File: config.mk
export PLATFORM = sky130hd
export DESIGN_NAME = n64_glue_top
export DESIGN_NICKNAME = d
export VERILOG_FILES = /design/src/n64_glue_pkg.sv /design/src/aspect_ratio_sel.sv /design/src/cart_ram_loader.sv /design/src/n64_glue_top.sv /design/src/pifrom_loader.sv /design/src/pll_reconfig_seq.sv
export VERILOG_INCLUDE_DIRS = /design/src
export SDC_FILE = /design/constraint.sdc
export NUM_CORES = 1
export LEC_CHECK = 0
export ABC_AREA = 1
export BUFFER_PORTS_ARGS = -buffer_cell sky130_fd_sc_hd__buf_2
export CORE_AREA = 2 2 110 112
export CTS_CLUSTER_DIAMETER = 80
export DETAILED_ROUTE_END_ITERATION = 6
export DIE_AREA = 0 0 112 114
export GPL_TIMING_DRIVEN = 1
export PLACE_DENSITY = 0.83
export RECOVER_POWER = 50
export SLEW_MARGIN = 15
export SYNTH_ARGS = -nofsm -noshare
export SYNTH_HDL_FRONTEND = slang
export SYNTH_SLANG_ARGS = --single-unit
export TNS_END_PERCENT = 10
File: constraint.sdc
create_clock -name clk_1x -period 6.3 [get_ports clk_1x]
set_clock_uncertainty 0.1 [all_clocks]
set_input_delay 0.315 -clock clk_1x [delete_from_list [all_inputs] [get_ports clk_1x]]
set_output_delay 0.315 -clock clk_1x [all_outputs]
set_load 0.01 [all_outputs]
File: src/n64_glue_settings.svh
// ====================
// N64 board glue constants
// Download slots, RAM base, PLL registers and aspect ratio tables
// ====================
`ifndef N64_GLUE_SETTINGS_SVH
`define N64_GLUE_SETTINGS_SVH

// Download slots, compared against index bits 5:0
`define DL_INDEX_PIFROM 6'd0
`define DL_INDEX_N64 6'd1
`define DL_INDEX_GB 6'd2

// Game Boy cartridge area in RAM
`define GB_RAM_BASE 27'd8388608

// PLL reconfiguration registers
`define PLL_REG_MODE 6'd0
`define PLL_REG_MFRAC 6'd7
`define PLL_REG_START 6'd2
`define PLL_MFRAC_PAL 32'd4024384270
`define PLL_MFRAC_NTSC 32'd3274482981

// Core aspect ratios, X then Y
`define AR_BLANKS_OFF_X 13'd4
`define AR_BLANKS_OFF_Y 13'd3
`define AR_PAL_CROP0_X 13'd512
`define AR_PAL_CROP0_Y 13'd387
`define AR_PAL_CROP1_X 13'd1024
`define AR_PAL_CROP1_Y 13'd731
`define AR_PAL_CROP2_X 13'd2048
`define AR_PAL_CROP2_Y 13'd1419
`define AR_NTSC_CROP0_X 13'd512
`define AR_NTSC_CROP0_Y 13'd381
`define AR_NTSC_CROP1_X 13'd1280
`define AR_NTSC_CROP1_Y 13'd889
`define AR_NTSC_CROP2_X 13'd2560
`define AR_NTSC_CROP2_Y 13'd1714

`endif

File: src/n64_glue_pkg.sv
// ====================
// N64 board glue types
// Shared vector widths and the PLL sequencer states
// ====================
`default_nettype none

package n64_glue_pkg;

	// ====================
	// Download port
	// ====================
	// Bit 6 selects the PIFROM bank
	typedef logic [7:0] dl_index_t;
	typedef logic [26:0] dl_addr_t;
	typedef logic [15:0] dl_data_t;

	// Word written to PIFROM or RAM
	typedef logic [31:0] ram_word_t;
	typedef logic [9:0] pif_addr_t;

	// ====================
	// Video
	// ====================
	typedef logic [12:0] ar_size_t;
	typedef logic [1:0] crop_t;

	// PLL reconfiguration bus
	typedef logic [5:0] cfg_addr_t;
	typedef logic [31:0] cfg_data_t;

	typedef enum logic [1:0] {
		IDLE,
		WR_MODE,
		WR_MFRAC,
		WR_START
	} pll_seq_state_t;

endpackage

`default_nettype wire

File: src/aspect_ratio_sel.sv
// ====================
// Aspect ratio select
// Core ratio from standard and crop, manual modes on top
// ====================
`timescale 1ns/1ps
`default_nettype none

`include "n64_glue_settings.svh"

module aspect_ratio_sel import n64_glue_pkg::*; (
	input logic clk_1x,
	input logic RESET,
	input logic pal_select,
	input logic blanks_off,
	input crop_t crop,
	input logic [1:0] ar_mode,
	output ar_size_t video_arx,
	output ar_size_t video_ary
);

	ar_size_t core_x;
	ar_size_t core_y;
	logic [1:0] manual_x;

	always_ff @(posedge clk_1x) begin
		if (!RESET) begin
			core_x <= `AR_BLANKS_OFF_X;
			core_y <= `AR_BLANKS_OFF_Y;
		end else if (blanks_off) begin
			core_x <= `AR_BLANKS_OFF_X;
			core_y <= `AR_BLANKS_OFF_Y;
		end else if (pal_select) begin
			// Crop 3 keeps the last ratio
			case (crop)
				2'd0: begin
					core_x <= `AR_PAL_CROP0_X;
					core_y <= `AR_PAL_CROP0_Y;
				end
				2'd1: begin
					core_x <= `AR_PAL_CROP1_X;
					core_y <= `AR_PAL_CROP1_Y;
				end
				2'd2: begin
					core_x <= `AR_PAL_CROP2_X;
					core_y <= `AR_PAL_CROP2_Y;
				end
				default: begin
					core_x <= core_x;
					core_y <= core_y;
				end
			endcase
		end else begin
			case (crop)
				2'd0: begin
					core_x <= `AR_NTSC_CROP0_X;
					core_y <= `AR_NTSC_CROP0_Y;
				end
				2'd1: begin
					core_x <= `AR_NTSC_CROP1_X;
					core_y <= `AR_NTSC_CROP1_Y;
				end
				2'd2: begin
					core_x <= `AR_NTSC_CROP2_X;
					core_y <= `AR_NTSC_CROP2_Y;
				end
				default: begin
					core_x <= core_x;
					core_y <= core_y;
				end
			endcase
		end
	end

	// Manual modes pass mode minus one as X with Y zero
	assign manual_x = ar_mode - 2'd1;
	assign video_arx = (ar_mode == 2'd0) ? core_x : {11'd0, manual_x};
	assign video_ary = (ar_mode == 2'd0) ? core_y : '0;

endmodule

`default_nettype wire

File: src/cart_ram_loader.sv
// ====================
// Cartridge RAM loader
// Game Boy words into RAM under valid/ready, N64 download end detection
// ====================
`timescale 1ns/1ps
`default_nettype none

`include "n64_glue_settings.svh"

module cart_ram_loader import n64_glue_pkg::*; (
	input logic clk_1x,
	input logic RESET,
	input logic dl_active,
	input dl_index_t dl_index,
	input dl_addr_t dl_addr,
	input dl_data_t dl_data,
	input logic dl_wr,
	input logic ram_wr_ready,
	output logic dl_wait,
	output dl_addr_t ram_wr_addr,
	output ram_word_t ram_wr_data,
	output logic ram_wr_valid,
	output logic romcopy_start,
	output dl_addr_t romcopy_size,
	output logic cart_loaded
);

	logic gb_download;
	logic n64_download;
	logic dl_active_d;
	logic n64_end;
	logic gb_word_done;

	// Falling edge of dl_active while the N64 slot is selected
	assign n64_end = !dl_active && dl_active_d && (dl_index[5:0] == `DL_INDEX_N64);
	assign gb_word_done = gb_download && dl_wr && dl_addr[1];

	// Source is stalled for as long as a word is pending
	assign dl_wait = ram_wr_valid;

	// ====================
	// Control
	// ====================
	always_ff @(posedge clk_1x) begin
		if (!RESET) begin
			gb_download <= 1'b0;
			n64_download <= 1'b0;
			dl_active_d <= 1'b0;
			romcopy_start <= 1'b0;
			cart_loaded <= 1'b0;
			ram_wr_valid <= 1'b0;
		end else begin
			gb_download <= dl_active && (dl_index[5:0] == `DL_INDEX_GB);
			n64_download <= dl_active && (dl_index[5:0] == `DL_INDEX_N64);
			dl_active_d <= dl_active;
			romcopy_start <= n64_end;
			if (n64_download) begin
				cart_loaded <= 1'b1;
			end
			// Transfer on the edge with valid and ready both high
			if (ram_wr_valid && ram_wr_ready) begin
				ram_wr_valid <= 1'b0;
			end
			if (gb_word_done) begin
				ram_wr_valid <= 1'b1;
			end
		end
	end

	// ====================
	// Payload
	// ====================
	always_ff @(posedge clk_1x) begin
		if (gb_download && dl_wr) begin
			if (!dl_addr[1]) begin
				ram_wr_data[15:0] <= dl_data;
				ram_wr_addr <= dl_addr + `GB_RAM_BASE;
			end else begin
				ram_wr_data[31:16] <= dl_data;
			end
		end
		if (n64_end) begin
			romcopy_size <= dl_addr;
		end
	end

	// Pending word stays put under back-pressure
	a_ram_wr_hold: assert property (@(posedge clk_1x) disable iff (!RESET)
		(ram_wr_valid && !ram_wr_ready) |=>
		(ram_wr_valid && $stable(ram_wr_addr) && $stable(ram_wr_data)));

endmodule

`default_nettype wire

File: src/n64_glue_top.sv
// ====================
// N64 board glue top
// Download loaders, PLL sequencer and aspect ratio select
// ====================
`timescale 1ns/1ps
`default_nettype none

module n64_glue_top import n64_glue_pkg::*; (
	input logic clk_1x,
	input logic RESET,
	// Download source
	input logic dl_active,
	input dl_index_t dl_index,
	input dl_addr_t dl_addr,
	input dl_data_t dl_data,
	input logic dl_wr,
	output logic dl_wait,
	// PIFROM write port
	output pif_addr_t pif_addr,
	output ram_word_t pif_data,
	output logic pif_wren,
	// RAM write port
	output dl_addr_t ram_wr_addr,
	output ram_word_t ram_wr_data,
	output logic ram_wr_valid,
	input logic ram_wr_ready,
	// Cartridge status
	output logic romcopy_start,
	output dl_addr_t romcopy_size,
	output logic cart_loaded,
	// Video standard and PLL bus
	input logic pal_select,
	input logic cfg_waitrequest,
	output logic cfg_write,
	output cfg_addr_t cfg_address,
	output cfg_data_t cfg_data,
	// Aspect ratio
	input logic blanks_off,
	input crop_t crop,
	input logic [1:0] ar_mode,
	output ar_size_t video_arx,
	output ar_size_t video_ary
);

	pifrom_loader i_pifrom_loader (
		.clk_1x(clk_1x),
		.RESET(RESET),
		.dl_active(dl_active),
		.dl_index(dl_index),
		.dl_addr(dl_addr),
		.dl_data(dl_data),
		.dl_wr(dl_wr),
		.pif_addr(pif_addr),
		.pif_data(pif_data),
		.pif_wren(pif_wren)
	);

	cart_ram_loader i_cart_ram_loader (
		.clk_1x(clk_1x),
		.RESET(RESET),
		.dl_active(dl_active),
		.dl_index(dl_index),
		.dl_addr(dl_addr),
		.dl_data(dl_data),
		.dl_wr(dl_wr),
		.ram_wr_ready(ram_wr_ready),
		.dl_wait(dl_wait),
		.ram_wr_addr(ram_wr_addr),
		.ram_wr_data(ram_wr_data),
		.ram_wr_valid(ram_wr_valid),
		.romcopy_start(romcopy_start),
		.romcopy_size(romcopy_size),
		.cart_loaded(cart_loaded)
	);

	pll_reconfig_seq i_pll_reconfig_seq (
		.clk_1x(clk_1x),
		.RESET(RESET),
		.pal_select(pal_select),
		.cfg_waitrequest(cfg_waitrequest),
		.cfg_write(cfg_write),
		.cfg_address(cfg_address),
		.cfg_data(cfg_data)
	);

	aspect_ratio_sel i_aspect_ratio_sel (
		.clk_1x(clk_1x),
		.RESET(RESET),
		.pal_select(pal_select),
		.blanks_off(blanks_off),
		.crop(crop),
		.ar_mode(ar_mode),
		.video_arx(video_arx),
		.video_ary(video_ary)
	);

endmodule

`default_nettype wire

File: src/pifrom_loader.sv
// ====================
// PIFROM loader
// Packs byte-swapped boot-ROM half-words into 32-bit words
// ====================
`timescale 1ns/1ps
`default_nettype none

`include "n64_glue_settings.svh"

module pifrom_loader import n64_glue_pkg::*; (
	input logic clk_1x,
	input logic RESET,
	input logic dl_active,
	input dl_index_t dl_index,
	input dl_addr_t dl_addr,
	input dl_data_t dl_data,
	input logic dl_wr,
	output pif_addr_t pif_addr,
	output ram_word_t pif_data,
	output logic pif_wren
);

	// Download active under the PIFROM slot
	logic pif_download;
	logic second_half;

	assign second_half = dl_addr[1];

	always_ff @(posedge clk_1x) begin
		if (!RESET) begin
			pif_download <= 1'b0;
			pif_wren <= 1'b0;
		end else begin
			pif_download <= dl_active && (dl_index[5:0] == `DL_INDEX_PIFROM);
			// Strobe once the second half of a word arrives
			pif_wren <= pif_download && dl_wr && second_half;
		end
	end

	// Word assembly, bytes swapped inside each half-word
	always_ff @(posedge clk_1x) begin
		if (pif_download && dl_wr) begin
			if (!second_half) begin
				pif_data[31:24] <= dl_data[7:0];
				pif_data[23:16] <= dl_data[15:8];
				// Bank bit in front of the word address
				pif_addr <= {dl_index[6], dl_addr[10:2]};
			end else begin
				pif_data[15:8] <= dl_data[7:0];
				pif_data[7:0] <= dl_data[15:8];
			end
		end
	end

endmodule

`default_nettype wire

File: src/pll_reconfig_seq.sv
// ====================
// PLL reconfiguration sequencer
// Writes MODE, MFRAC and START when the video standard changes
// ====================
`timescale 1ns/1ps
`default_nettype none

`include "n64_glue_settings.svh"

module pll_reconfig_seq import n64_glue_pkg::*; (
	input logic clk_1x,
	input logic RESET,
	input logic pal_select,
	input logic cfg_waitrequest,
	output logic cfg_write,
	output cfg_addr_t cfg_address,
	output cfg_data_t cfg_data
);

	logic pal_d;
	logic pal_d2;
	logic pal_change;
	pll_seq_state_t state;

	// Standard change seen between the two stages
	assign pal_change = (pal_d != pal_d2);

	always_ff @(posedge clk_1x) begin
		if (!RESET) begin
			pal_d <= 1'b0;
			pal_d2 <= 1'b0;
			state <= IDLE;
			cfg_write <= 1'b0;
		end else begin
			pal_d <= pal_select;
			pal_d2 <= pal_d;
			if (pal_change) begin
				// Restart from the first write
				state <= WR_MODE;
				cfg_write <= 1'b1;
				cfg_address <= `PLL_REG_MODE;
				cfg_data <= '0;
			end else if (cfg_write) begin
				// Accepted once waitrequest is low
				if (!cfg_waitrequest) begin
					cfg_write <= 1'b0;
				end
			end else begin
				// One idle cycle between writes
				case (state)
					WR_MODE: begin
						state <= WR_MFRAC;
						cfg_write <= 1'b1;
						cfg_address <= `PLL_REG_MFRAC;
						cfg_data <= pal_d2 ? `PLL_MFRAC_PAL : `PLL_MFRAC_NTSC;
					end
					WR_MFRAC: begin
						state <= WR_START;
						cfg_write <= 1'b1;
						cfg_address <= `PLL_REG_START;
						cfg_data <= '0;
					end
					WR_START: begin
						state <= IDLE;
					end
					IDLE: begin
						state <= IDLE;
					end
				endcase
			end
		end
	end

	a_cfg_hold: assert property (@(posedge clk_1x) disable iff (!RESET)
		(cfg_write && cfg_waitrequest && !pal_change) |=>
		(cfg_write && $stable(cfg_address) && $stable(cfg_data)));

endmodule

`default_nettype wire

Yosys cells after proc, flatten, opt, wreduce, memory -nomap -nowiden
Cells that the tools add are included.
Widths: inputs -> output; s select.
{ "totals": {"regBits": 205, "output_inout_bits": 198} }
{ "op_classes": {"addsub": 2, "eq_ne": 9, "mux": 22, "n_bitwise": 2, "reduce_logical": 27} }
{ "op_table": {"columns": ["operator", "n"], "rows": [
  ["$pmux 13 s3", 4],
  ["$pmux 32 s2", 1],
  ["$mux 13", 4],
  ["$mux 32", 1],
  ["$mux 30", 1],
  ["$add 27x24->27 const B", 1],
  ["$pmux 6 s2", 1],
  ["$logic_and 1x1->1", 10],
  ["$mux 1", 8],
  ["$reduce_and 2->1", 4],
  ["$reduce_or 2->1", 4],
  ["$eq 2x2->1 const B", 3],
  ["$eq 6x1->1 const B", 1],
  ["$eq 6x2->1 const B", 1],
  ["$logic_not 2->1", 3],
  ["$logic_not 6->1", 1],
  ["$mux 6", 1],
  ["$pmux 2 s3", 1],
  ["$reduce_bool 3->1", 2],
  ["$eq 2x1->1 const B", 2],
  ["$reduce_and 3->1", 1],
  ["$ne 2x2->1 const B", 1],
  ["$not 1->1", 2],
  ["$reduce_bool 2->1", 1],
  ["3 further kinds", 3]
]} }

Depth between registers and ports, before layout
Gate-level depths: netlist of run 1.
{ "depth": {"ltp_word": 5, "mapped_depth": 7} }

Hierarchy
A second synthesis of run 1 with hierarchy kept.
{ "unflattened": {"cells_unflattened": 390, "hier_area_um2": 5816.8} }
{ "by_module_without_submodules": {"columns": ["module", "instances", "cells_per_inst", "area_per_inst_um2", "seq_area_each_um2"], "rows": [
  ["cart_ram_loader", 1, 130, 2901.5, 2702.6],
  ["pifrom_loader", 1, 58, 1355.0, 1301.2],
  ["aspect_ratio_sel", 1, 124, 888.4, 300.3],
  ["pll_reconfig_seq", 1, 78, 671.9, 220.2]
]} }

Worst setup path after synthesis of run 1
No wires, ideal clock.
{ "synth_path": {"kind": "reg-to-reg", "from": "register i_cart_ram_loader.gb_download", "to": "register i_cart_ram_loader.ram_wr_addr[0], enable pin", "setup_time_ps": 444, "arrival_time_ps": 2184, "slack_ps": 3572, "path_stages_with_launch": 3, "n_path_buf": 0, "synth_period_minus_slack_ps": 2728, "path_cell_list": "dfxtp_1 -> nand2_1 -> nor2_1"} }
{ "synth_via": {"elab_chain_len": 2} }
{ "synth_rtl": {"columns": ["item", "line_no", "rtl"], "rows": [
  ["from (decl)", "cart_ram_loader.sv:28", "logic gb_download;"],
  ["from (signal assigned)", "cart_ram_loader.sv:53", "gb_download <= dl_active && (dl_index[5:0] == `DL_INDEX_GB);"],
  ["$logic_and 1x1->1", "cart_ram_loader.sv:74", "if (gb_download && dl_wr) begin"],
  ["$reduce_and 2->1 (no line)", null, null],
  ["to (signal assigned)", "cart_ram_loader.sv:77", "ram_wr_addr <= dl_addr + `GB_RAM_BASE;"],
  ["to (decl)", "cart_ram_loader.sv:20", "output dl_addr_t ram_wr_addr,"]
]} }
Every way passes these cells.
A chain may end at the register's enable or synchronous reset.

Final worst setup path of run 1
{ "layout_path": {"from": "register i_pifrom_loader.pif_download", "to": "register i_pifrom_loader.pif_addr[4], enable pin"} }
{ "layout_via": {"elab_chain_len": 2} }
{ "layout_rtl": {"columns": ["item", "line_no", "rtl"], "rows": [
  ["from (decl)", "pifrom_loader.sv:24", "logic pif_download;"],
  ["from (signal assigned)", "pifrom_loader.sv:34", "pif_download <= dl_active && (dl_index[5:0] == `DL_INDEX_PIFROM);"],
  ["$logic_and 1x1->1", "pifrom_loader.sv:42", "if (pif_download && dl_wr) begin"],
  ["$reduce_and 2->1 (no line)", null, null],
  ["to (signal assigned)", "pifrom_loader.sv:47", "pif_addr <= {dl_index[6], dl_addr[10:2]};"],
  ["to (decl)", "pifrom_loader.sv:18", "output pif_addr_t pif_addr,"]
]} }
Every way passes these cells.

==> results of run 1 <==
==> power groups by stage <==
stage / combinational, mW / sequential, mW / clock (mW)
6_report: 0.105 / 1.16 / 1.00
3_5_place_dp: 0.0998 / 1.18 / 0
4_1_cts: 0.110 / 1.16 / 1.02
2_1_floorplan: 0.0694 / 1.18 / 0
3_3_place_gp: 0.0948 / 1.18 / 0
5_1_grt: 0.117 / 1.16 / 1.07
==> layout make-up <==
class	instances	area, sq um	share of cell area [%]
Timing Repair Buffer	266	1323	17.72
Tap cell	147	183.9	2.465
Sequential cell	160	4524	60.63
Multi-Input combinational cell	137	690.7	9.256
Clock buffer	17	425.4	5.701
Clock inverter	15	168.9	2.264
Inverter	39	146.4	1.962
==> logic make-up (layout without fill, tap and decap cells) <==
logic type	after synthesis	in the layout	share of synthesized area, %
xor gates and xnor gates	2	2	0.3088
buffers and inverters	87	337	9.173
and+or+nand+nor	90	90	7.012
DFF	160	160	79.74
adders and majority gates	8	8	1.764
other	1	16	0.06609
AOI/OAI and AO/OA	21	21	1.940
==> layout by cell type (no fill, tap or decap), types with 3 or more instances in the layout <==
| master | count |
|---|---|
| clkinvlp_4 | 3 |
| clkbuf_1 | 87 |
| inv_6 | 6 |
| inv_1 | 37 |
| nand2_1 | 38 |
| buf_2 | 158 |
| conb_1 | 16 |
| clkbuf_16 | 17 |
| o21ai_0 | 4 |
| dlygate4sd3_1 | 19 |
| nor2_2 | 11 |
| a21oi_1 | 15 |
| nor3_1 | 4 |
| edfxtp_1 | 132 |
| nor2_1 | 24 |
| ha_1 | 8 |
| nand3_1 | 9 |
| dfxtp_1 | 28 |
==> state kept, by name (all words and copies together), names as in the netlist <==
signal	count
i_pll_reconfig_seq.pal_d	1
i_pifrom_loader.pif_addr	10
i_cart_ram_loader.romcopy_start	1
i_cart_ram_loader.dl_active_d	1
i_cart_ram_loader.gb_download	1
i_cart_ram_loader.dl_wait	1
i_cart_ram_loader.romcopy_size	27
i_pll_reconfig_seq.cfg_write	1
i_cart_ram_loader.cart_loaded	1
i_cart_ram_loader.ram_wr_data	32
i_cart_ram_loader.n64_download	1
i_pll_reconfig_seq.cfg_address	1
i_cart_ram_loader.ram_wr_addr	27
i_pll_reconfig_seq.pal_d2	1
i_pifrom_loader.pif_wren	1
i_aspect_ratio_sel.core_y	10
i_pifrom_loader.pif_data	32
i_pll_reconfig_seq.state	2
i_aspect_ratio_sel.core_x	5
i_pifrom_loader.pif_download	1
i_pll_reconfig_seq.cfg_data	3
==> per-layer routing <==
metal | vias up | wire length [microns] | GRT usage [%]
met1 | 1727 | 4854 | 23.09
met2 | 185 | 6447 | 33.70
met4 | 0 | 140 | 6.016
met3 | 13 | 955 | 5.845
li1 | 1705 | - | -
met5 | - | 0 | 0
==> worst min-delay path by stage <==
stage | to | startpoint | slack, ns
6_report | i_pifrom_loader.pif_addr[1] | dl_addr[3] | 0.06
3_3_place_gp | i_cart_ram_loader.cart_loaded | i_cart_ram_loader.n64_download | 0.32
2_1_floorplan | i_pifrom_loader.pif_download | dl_index[1] | 0.29
4_1_cts | i_cart_ram_loader.ram_wr_addr[3] | dl_addr[3] | 0.003
5_1_grt | i_cart_ram_loader.ram_wr_addr[8] | dl_addr[8] | 0.06
3_5_place_dp | i_cart_ram_loader.cart_loaded | i_cart_ram_loader.n64_download | 0.33
==> metrics by stage <==
| step | utilization [%] | worst slack (ns) | area (sq um) |
|---|---|---|---|
| floorplan | - | 3.572 | 5731 |
| global placement | 58.06 | 4.560 | 6799 |
| detailed placement | 58.06 | 4.552 | 6799 |
| CTS | 64.75 | 4.466 | 7584 |
| global route | 63.72 | 3.982 | 7462 |
| finish | 63.72 | 4.161 | 7462 |
==> critical path: cells and delay by family, from the launching register on <==
family	cells	cell delay (ns)
flip-flops	1	0.32
buffers and inverters	1	1.14
AND/OR/NAND/NOR	2	0.17
==> metrics.txt, run 1 <==
status complete, but fails checks; failing checks capacitance limit, slew limit; post-CTS setup buffers 0; synthesized area 5674 sq um; antenna-violating nets left 0; Tcrit/Tclk final 33.95%; post-synthesis area per instance 15.38 sq um; total power 2.269 mW; reg2reg start i_pifrom_loader.pif_download; CP max stage cell clkbuf_1; Worst Tran Pin Value 1.579 ns; Sequential Power Share 51.1%; Gate power share 4.6%; ranking of synthesized cells by area edfxtp_1 70%, dfxtp_1 9.9%, buf_4 6.0%, nand2_1 2.5%, inv_1 2.4%; DP Cell Count 730; critical path type reg2reg; Yosys top cell by area edfxtp_1; area of the core 11710 sq um; Remaining Overflow, GRT 0; Layout area overhead 31.51%; crit-path max FO 26; clock power share 44.2%; Setup crit end kind register; synth unique cells 23; Crit path required time approximately 6.2 ns; antenna violations before repair 0; Die H 114 microns; CTS Hold Bufs 19; type of the tightest min-delay check in2reg; wire per inst between 15 and 20 microns; final hold vios 0; most common library cells after synthesis 132 x edfxtp_1, 45 x buf_4, 38 x nand2_1; non-filler cells, final just under 800; post-layout min period about 2.1 ns; Post-CTS Resized 0; clk root buf clkbuf_16; crit-path max cell delay 1.14 ns; RSZ-0062 raised after global routing no; Port-buffer cells 243; overall global routing resource usage 19.25%; FF-to-FF setup slack 4.16 ns; Die ar. 12770 sq um; EDFF count, synth 132; drt pass-1 iters 4; Synth Instances 369; relative slew slack -5.291%; WP data arrival 2.04 ns; vias in the first global route 3520; P_leak 2.992 nW; Synth top area share 69.86%; net switching power 0.5112 mW; Max Cap Viol 1; Via Count 3630; Remaining DRCs 0; R2R depth 3; CP Launch Type register; # H-tree levels 4; CP Cell Sequence nand2_1 > nor2_2 > clkbuf_1; R2R Path End i_pifrom_loader.pif_addr[4]; chip width 112 microns; ys flop type edfxtp_1; Async SR Flop Fraction 0%; first-pass GRT wire length roughly 19000 microns; register area share after synthesis 79.74%; n_diodes 0; largest buffer count on any clock path 2; largest net degree at the start of global routing between 40 and 50; GPL Wtd Cong 0.8421; setup TNS 0 ns; CTS tree yes; Fillers 886; initial DRC count 206; Worst VDD drop 0.2080 mV; Net Sw Frac 22.53%; Num CTS Buffers 17; Reg clk slew, reported paths 0.06 ns; Yosys Warn Count 0; Max Slew Vio Count 27; Worst Setup SP i_pifrom_loader.pif_download; synthesis-stage register bit count 160; Min Hold Slack between 0.05 and 0.06 ns; Sink Count 160; P_int 1.758 mW; Final HPWL DP 8901 microns; routed vias/inst between 4 and 5; setup violators final 0; layout cell share with drive strength beyond 1 32.65%; worst skew pair latency 0.40 ns; pwr/cell area 304.1 nW/um^2; Setup crit end i_pifrom_loader.pif_addr[4]; Worst Hold Depth 1; final WL 12400 microns; num ports 261; nets@finish 692; Rows 40; fmax 467.6 MHz; top-count cell post-synth edfxtp_1; Starting Density between 40% and 50%
No activity file was read; power rests on OpenSTA's default activity.
==> run 2: changes to the inputs <==
--- a/config.mk
+++ b/config.mk
@@ -6,14 +6,14 @@
 export SDC_FILE = /design/constraint.sdc
 export NUM_CORES = 1
 export LEC_CHECK = 0
-export ABC_AREA = 1
+export ABC_AREA = 0
 export BUFFER_PORTS_ARGS = -buffer_cell sky130_fd_sc_hd__buf_2
-export CORE_AREA = 2 2 110 112
+export CORE_AREA = 2 2 119 121
 export CTS_CLUSTER_DIAMETER = 80
 export DETAILED_ROUTE_END_ITERATION = 6
-export DIE_AREA = 0 0 112 114
+export DIE_AREA = 0 0 121 123
 export GPL_TIMING_DRIVEN = 1
-export PLACE_DENSITY = 0.83
+export PLACE_DENSITY = 0.75
 export RECOVER_POWER = 50
 export SLEW_MARGIN = 15
 export SYNTH_ARGS = -nofsm -noshare
==> constraint.sdc (replaced) <==
create_clock -name clk_1x -period 1.72 [get_ports clk_1x]
set_clock_uncertainty 0.1 [all_clocks]
set_input_delay 0.086 -clock clk_1x [delete_from_list [all_inputs] [get_ports clk_1x]]
set_output_delay 0.086 -clock clk_1x [all_outputs]
set_load 0.01 [all_outputs]
==> metrics.txt, run 2 <==
nets@finish 694 (+0.29%); Layout area overhead 41.16%; CTS tree yes; initial DRC count 145 (-30%); Min Hold Slack 0.03670 ns (-0.01992 ns); ranking of synthesized cells by area edfxtp_1 70%, dfxtp_1 9.9%, buf_4 5.9%, and2_1 2.2%, ha_1 1.8%; Worst Hold Depth 4 (+3); num ports 261 (unchanged); fmax 599.1 MHz (+28%); ys flop type edfxtp_1; total power 8.331 mW (+270%); post-layout min period 1.669 ns (-0.4694 ns); Crit path required time 1.74 ns (-4.47 ns); Via Count 3629 (-0.028%); Setup crit end kind register; Rows 43 (+7.5%); Port-buffer cells 243 (unchanged); Yosys Warn Count 0 (unchanged); setup TNS 0 ns (unchanged); most common library cells after synthesis 132 x edfxtp_1, 44 x buf_4, 28 x dfxtp_1; P_leak 2.993 nW (about the same); largest buffer count on any clock path 2 (unchanged); Worst VDD drop 0.5223 mV (+150%); WP data arrival 1.69 ns (-0.35 ns); worst skew pair latency 0.41 ns (about the same); highest-count cells in the layout ignoring fill and taps 137 x clkbuf_1, 132 x edfxtp_1, 105 x buf_2; area of the core 13610 sq um (+16%); Remaining DRCs 0 (unchanged); type of the tightest min-delay check in2reg; Synth top area share 70.29% (+0.43 points); synthesized area 5639 sq um (-0.62%); EDFF count, synth 132 (unchanged); Fillers 1122 (+27%); leading cell type in the layout, fill and taps excluded clkbuf_1; final WL 12480 microns (+0.68%); final hold vios 0 (unchanged); synth unique cells 39 (+70%); synthesis-stage register bit count 160 (unchanged); top-count cell post-synth edfxtp_1; pwr/cell area 1047 nW/um^2 (+240%); Async SR Flop Fraction 0% (unchanged); Final HPWL DP 8106 microns (-8.9%); Die ar. 14880 sq um (+17%); chip width 121 microns (+8.0%); Reg clk slew, reported paths 0.06 ns (about the same); R2R depth 4 (+1); wire per inst 15.30 microns (-3.6%); antenna-violating nets left 0 (unchanged); Starting Density 41.43% (-7.0 points); antenna violations before repair 1 (+1); area of the multi-input gates 808.3 sq um (+17%); Worst Setup SP i_cart_ram_loader.dl_active_d; critical path type reg2reg; post-synthesis area per instance 17.25 sq um (+12%); Remaining Overflow, GRT 0 (unchanged); vias in the first global route 3544 (+0.68%); RSZ-0062 raised after global routing no; Setup crit end i_cart_ram_loader.romcopy_size[8]; Tcrit/Tclk final 97.04% (+63 points); clk root buf clkbuf_16; Yosys top cell by area edfxtp_1; R2R Path End i_cart_ram_loader.romcopy_size[8]; drt pass-1 iters 4 (unchanged); GPL Wtd Cong 0.7795 (-7.4%); first-pass GRT wire length 17800 microns (-4.3%); register area share after synthesis 80.23% (+0.50 points); Sink Count 160 (unchanged); largest net degree at the start of global routing 29 (-31%); Num CTS Buffers 17 (unchanged); CP Launch Type register; Finished Cell Area 7960 sq um (+6.7%); routed vias/inst 4.447 (-4.3%); # H-tree levels 4 (unchanged); reg2reg start i_cart_ram_loader.dl_active_d; FF-to-FF setup slack 0.05 ns (-4.11 ns); layout cell share with drive strength beyond 1 25.31% (-7.3 points); Max Slew Vio Count 0 (-100%); placed inst area 6900 sq um (+1.5%); setup violators final 0 (unchanged); register area 4524 sq um (unchanged); n_diodes 0 (unchanged); status finished clean; Die H 123 microns (+7.9%); crit-path max FO 7 (-73%); overall global routing resource usage 15.97% (-3.3 points); Largest regs i_cart_ram_loader.ram_wr_data (32), i_pifrom_loader.pif_data (32); Max Cap Viol 0 (-1); Synth Instances 327 (-11%)
## run 2: cells by family after synthesis
group | Yosys count | synth area share (%)
buffers and inverters | 59 | 6.878
adder cells (fa/ha/maj) | 8 | 1.775
AND/OR/NAND/NOR | 76 | 7.966
XOR/XNOR | 3 | 0.4660
multiplexers | 4 | 0.7322
flip-flops | 160 | 80.23
other | 1 | 0.06650
AO/OA/AOI/OAI | 16 | 1.886
## run 2: worst min path at each step
stage / from / slack (ns) / to
after global routing: crop[1] / 0.06 / i_aspect_ratio_sel.core_x[11]
after CTS: crop[1] / 0.02 / i_aspect_ratio_sel.core_x[11]
final: crop[1] / 0.04 / i_aspect_ratio_sel.core_x[11]
after floorplan: dl_index[1] / 0.06 / i_cart_ram_loader.n64_download
after detailed placement: dl_index[6] / 0.17 / i_pifrom_loader.pif_addr[9]
after global placement: dl_index[6] / 0.17 / i_pifrom_loader.pif_addr[9]
## run 2: per-layer routing
layer	track usage, %	part of all wire [%]
met1	18.15	40
met2	28.69	53
met3	4.705	6.5
met4	5.596	1.1
met5	0	0.14
## run 2: stage by stage
step	worst slack [ns]	std cells	util, %
final	0.05086	816	58.48
after global routing	0.009116	816	58.48
after global placement	0.1143	725	50.69
after CTS	0.06851	813	59.10
after floorplan	-0.2550	342	-
after detailed placement	0.08656	725	50.69
## run 2: cell type report
cell class	instances	share of cell area [%]
clock buffer	17	5.344
clock inverter	15	1.996
inverter	9	0.4244
multi-input combinational	123	10.15
sequential	160	56.84
tap	180	2.829
timing repair buffer	312	22.41
## run 2: report_power, final
part / total (mW) / internal (mW) / switching, mW
combinational: 0.455 / 0.224 / 0.231
clock: 3.62 / 2.15 / 1.47
sequential: 4.26 / 4.23 / 0.0294
## run 2: timing repair
item,in CTS,in global routing
resized for setup,0,3
endpoints found under the setup margin,0,31
buffers inserted,0,1
hold buffers,56,0
endpoints found under the hold margin,146,0
## run 2: worst max-delay path: stages, from the launching register on
cell       delay (ns)
dfxtp_1          0.30
or4bb_4          0.55
nor2_4           0.14
buf_12           0.14
clkbuf_16        0.15
==> run 3: changes to the inputs <==
--- a/config.mk
+++ b/config.mk
@@ -6,14 +6,14 @@
 export SDC_FILE = /design/constraint.sdc
 export NUM_CORES = 1
 export LEC_CHECK = 0
-export ABC_AREA = 0
+export ABC_AREA = 1
 export BUFFER_PORTS_ARGS = -buffer_cell sky130_fd_sc_hd__buf_2
-export CORE_AREA = 2 2 119 121
+export CORE_AREA = 2 2 120 122
 export CTS_CLUSTER_DIAMETER = 80
 export DETAILED_ROUTE_END_ITERATION = 6
-export DIE_AREA = 0 0 121 123
+export DIE_AREA = 0 0 122 124
 export GPL_TIMING_DRIVEN = 1
-export PLACE_DENSITY = 0.75
+export PLACE_DENSITY = 0.74
 export RECOVER_POWER = 50
 export SLEW_MARGIN = 15
 export SYNTH_ARGS = -nofsm -noshare
==> metrics.txt, run 3 (synthesized netlist as in run 1, its figures left out) <==
crit-path max cell delay 0.33 ns (-0.22 ns); CP Cell Sequence inv_1 > ha_1 > nor2_1 > nor2_1 > nor2_1; area of the core 13720 sq um (+0.79%); largest buffer count on any clock path 2 (unchanged); fmax 608.1 MHz (+1.5%); critical path type reg2reg; Remaining DRCs 0 (unchanged); Starting Density 41.36% (-0.070 points); Final HPWL DP 9059 microns (+12%); antenna-violating nets left 0 (unchanged); net switching power 1.816 mW (+5.2%); type of the tightest min-delay check in2reg; pwr/cell area 1045 nW/um^2 (-0.13%); setup violators final 0 (unchanged); highest-count cells in the layout ignoring fill and taps 132 x edfxtp_1, 123 x clkbuf_1, 119 x buf_2; status finished clean; initial DRC count 222 (+53%); WP data arrival 1.62 ns (-0.07 ns); final hold vios 0 (unchanged); P_leak 3.095 nW (+3.4%); overall global routing resource usage 16.94% (+0.97 points); GPL Wtd Cong 0.7856 (+0.78%); Die ar. 15130 sq um (+1.6%); Worst VDD drop 0.7137 mV (+37%); final core utilization 57.77% (-0.70 points); Via Count 3842 (+5.9%); Remaining Overflow, GRT 0 (unchanged); Layout area overhead 39.69%; CP Buf/Inv Count 1 (-1); critical path's top delay family simple AND/OR/NAND/NOR gates; nets@finish 737 (+6.2%); Fillers 1133 (+0.98%); wire per inst 15.49 microns (+1.2%); clk root buf clkbuf_16; routed vias/inst 4.473 (+0.57%); RSZ-0062 raised after global routing no; CP Launch Type register; # H-tree levels 4 (unchanged); register area 4524 sq um (unchanged); largest net degree at the start of global routing 37 (+28%); Worst Tran Pin Value 0.7223 ns; first-pass GRT wire length 18710 microns (+5.1%); CTS tree yes; Max Slew Vio Count 0 (unchanged); area of the multi-input gates 690.7 sq um (-15%); n_diodes 0 (unchanged); P_int 6.469 mW (-2.1%); Crit path top cell by count nor2_1; Post-CTS Resized 0 (unchanged); vias in the first global route 3672 (+3.6%); layout cell share with drive strength beyond 1 25.18% (-0.13 points); Max Cap Viol 0 (unchanged); post-CTS setup buffers 0 (unchanged); Num CTS Buffers 17 (unchanged); crit-path max FO 4 (-3); non-filler cells, final 859 (+5.3%); relative slew slack a little over 50%; antenna violations before repair 0 (-1); Largest regs i_cart_ram_loader.ram_wr_data (32), i_pifrom_loader.pif_data (32); Reg clk slew, reported paths 0.06 ns (about the same); CTS Hold Bufs 61 (+8.9%); chip width 122 microns (+0.83%); final WL 13300 microns (+6.6%); post-layout min period 1.644 ns (-0.02477 ns); Sequential Power Share 51.3% (+0.2 points); Tcrit/Tclk final 95.60% (-1.4 points); Crit path required time 1.70 ns (-0.04 ns); Net Sw Frac 21.92% (+1.2 points); worst skew pair latency 0.41 ns (about the same); Setup crit end kind register; drt pass-1 iters 5 (+1); clock power share 43.2% (-0.2 points); Gate power share 5.5% (about the same); leading cell type in the layout, fill and taps excluded edfxtp_1; Sink Count 160 (unchanged); DP Cell Count 766 (+5.7%); Port-buffer cells 243 (unchanged); CP max stage cell dfxtp_1; Rows 43 (unchanged); num ports 261 (unchanged); Die H 124 microns (+0.81%)
run 3: layout make-up:
type | count | share of cell area (%)
multi-input combinational | 137 | 8.713
inverter | 39 | 1.847
sequential | 160 | 57.08
tap | 180 | 2.841
clock buffer | 17 | 5.367
clock inverter | 15 | 1.910
timing repair buffer | 311 | 22.24
run 3: metal layers:
metal	global-route usage [%]	vias to the layer above	wire (microns)
li1	-	1794	-
met1	18.78	1834	5049
met2	30.38	190	7053
met3	5.037	24	917
met4	7.112	0	282
met5	0	-	0
run 3: path summary, 6_finish.rpt:
kind	from	cells after the start	slack [ns]	end
setup / recovery	i_pll_reconfig_seq.state[0]	5	0.08	i_pll_reconfig_seq.cfg_data[21]
hold / removal	crop[1]	4	0.06	i_aspect_ratio_sel.core_x[11]
setup reg to reg	i_pll_reconfig_seq.state[0]	5	0.08	i_pll_reconfig_seq.cfg_data[21]
hold reg to reg	i_aspect_ratio_sel.core_x[11]	2	0.36	i_aspect_ratio_sel.core_x[11]
run 3: stage by stage:
step	setup WS (ns)	power [mW]	cell area [sq um]	setup TNS, ns	hold WS, ns
final	0.07563	8.285	7926	0	0.06338
after CTS	0.06770	8.397	8088	0	0.03950
after floorplan	-0.2634	4.592	5741	-6.849	0.06406
after global placement	0.1818	4.684	6900	0	0.1641
after detailed placement	0.08556	4.699	6900	0	0.1709
after global routing	0.01446	8.585	7926	0	0.07307
run 3: power groups by stage:
stage	Sequential [mW]	Clock (mW)	Combinational, mW
2_1_floorplan	4.34	0	0.254
3_3_place_gp	4.33	0	0.352
6_report	4.25	3.58	0.457
3_5_place_dp	4.33	0	0.365
5_1_grt	4.25	3.83	0.505
4_1_cts	4.25	3.68	0.468
run 3: worst min-delay path, cell delays in order:
cell     delay [ns]
buf_2          0.13
ha_1           0.20
nand2_1        0.07
a21oi_1        0.05
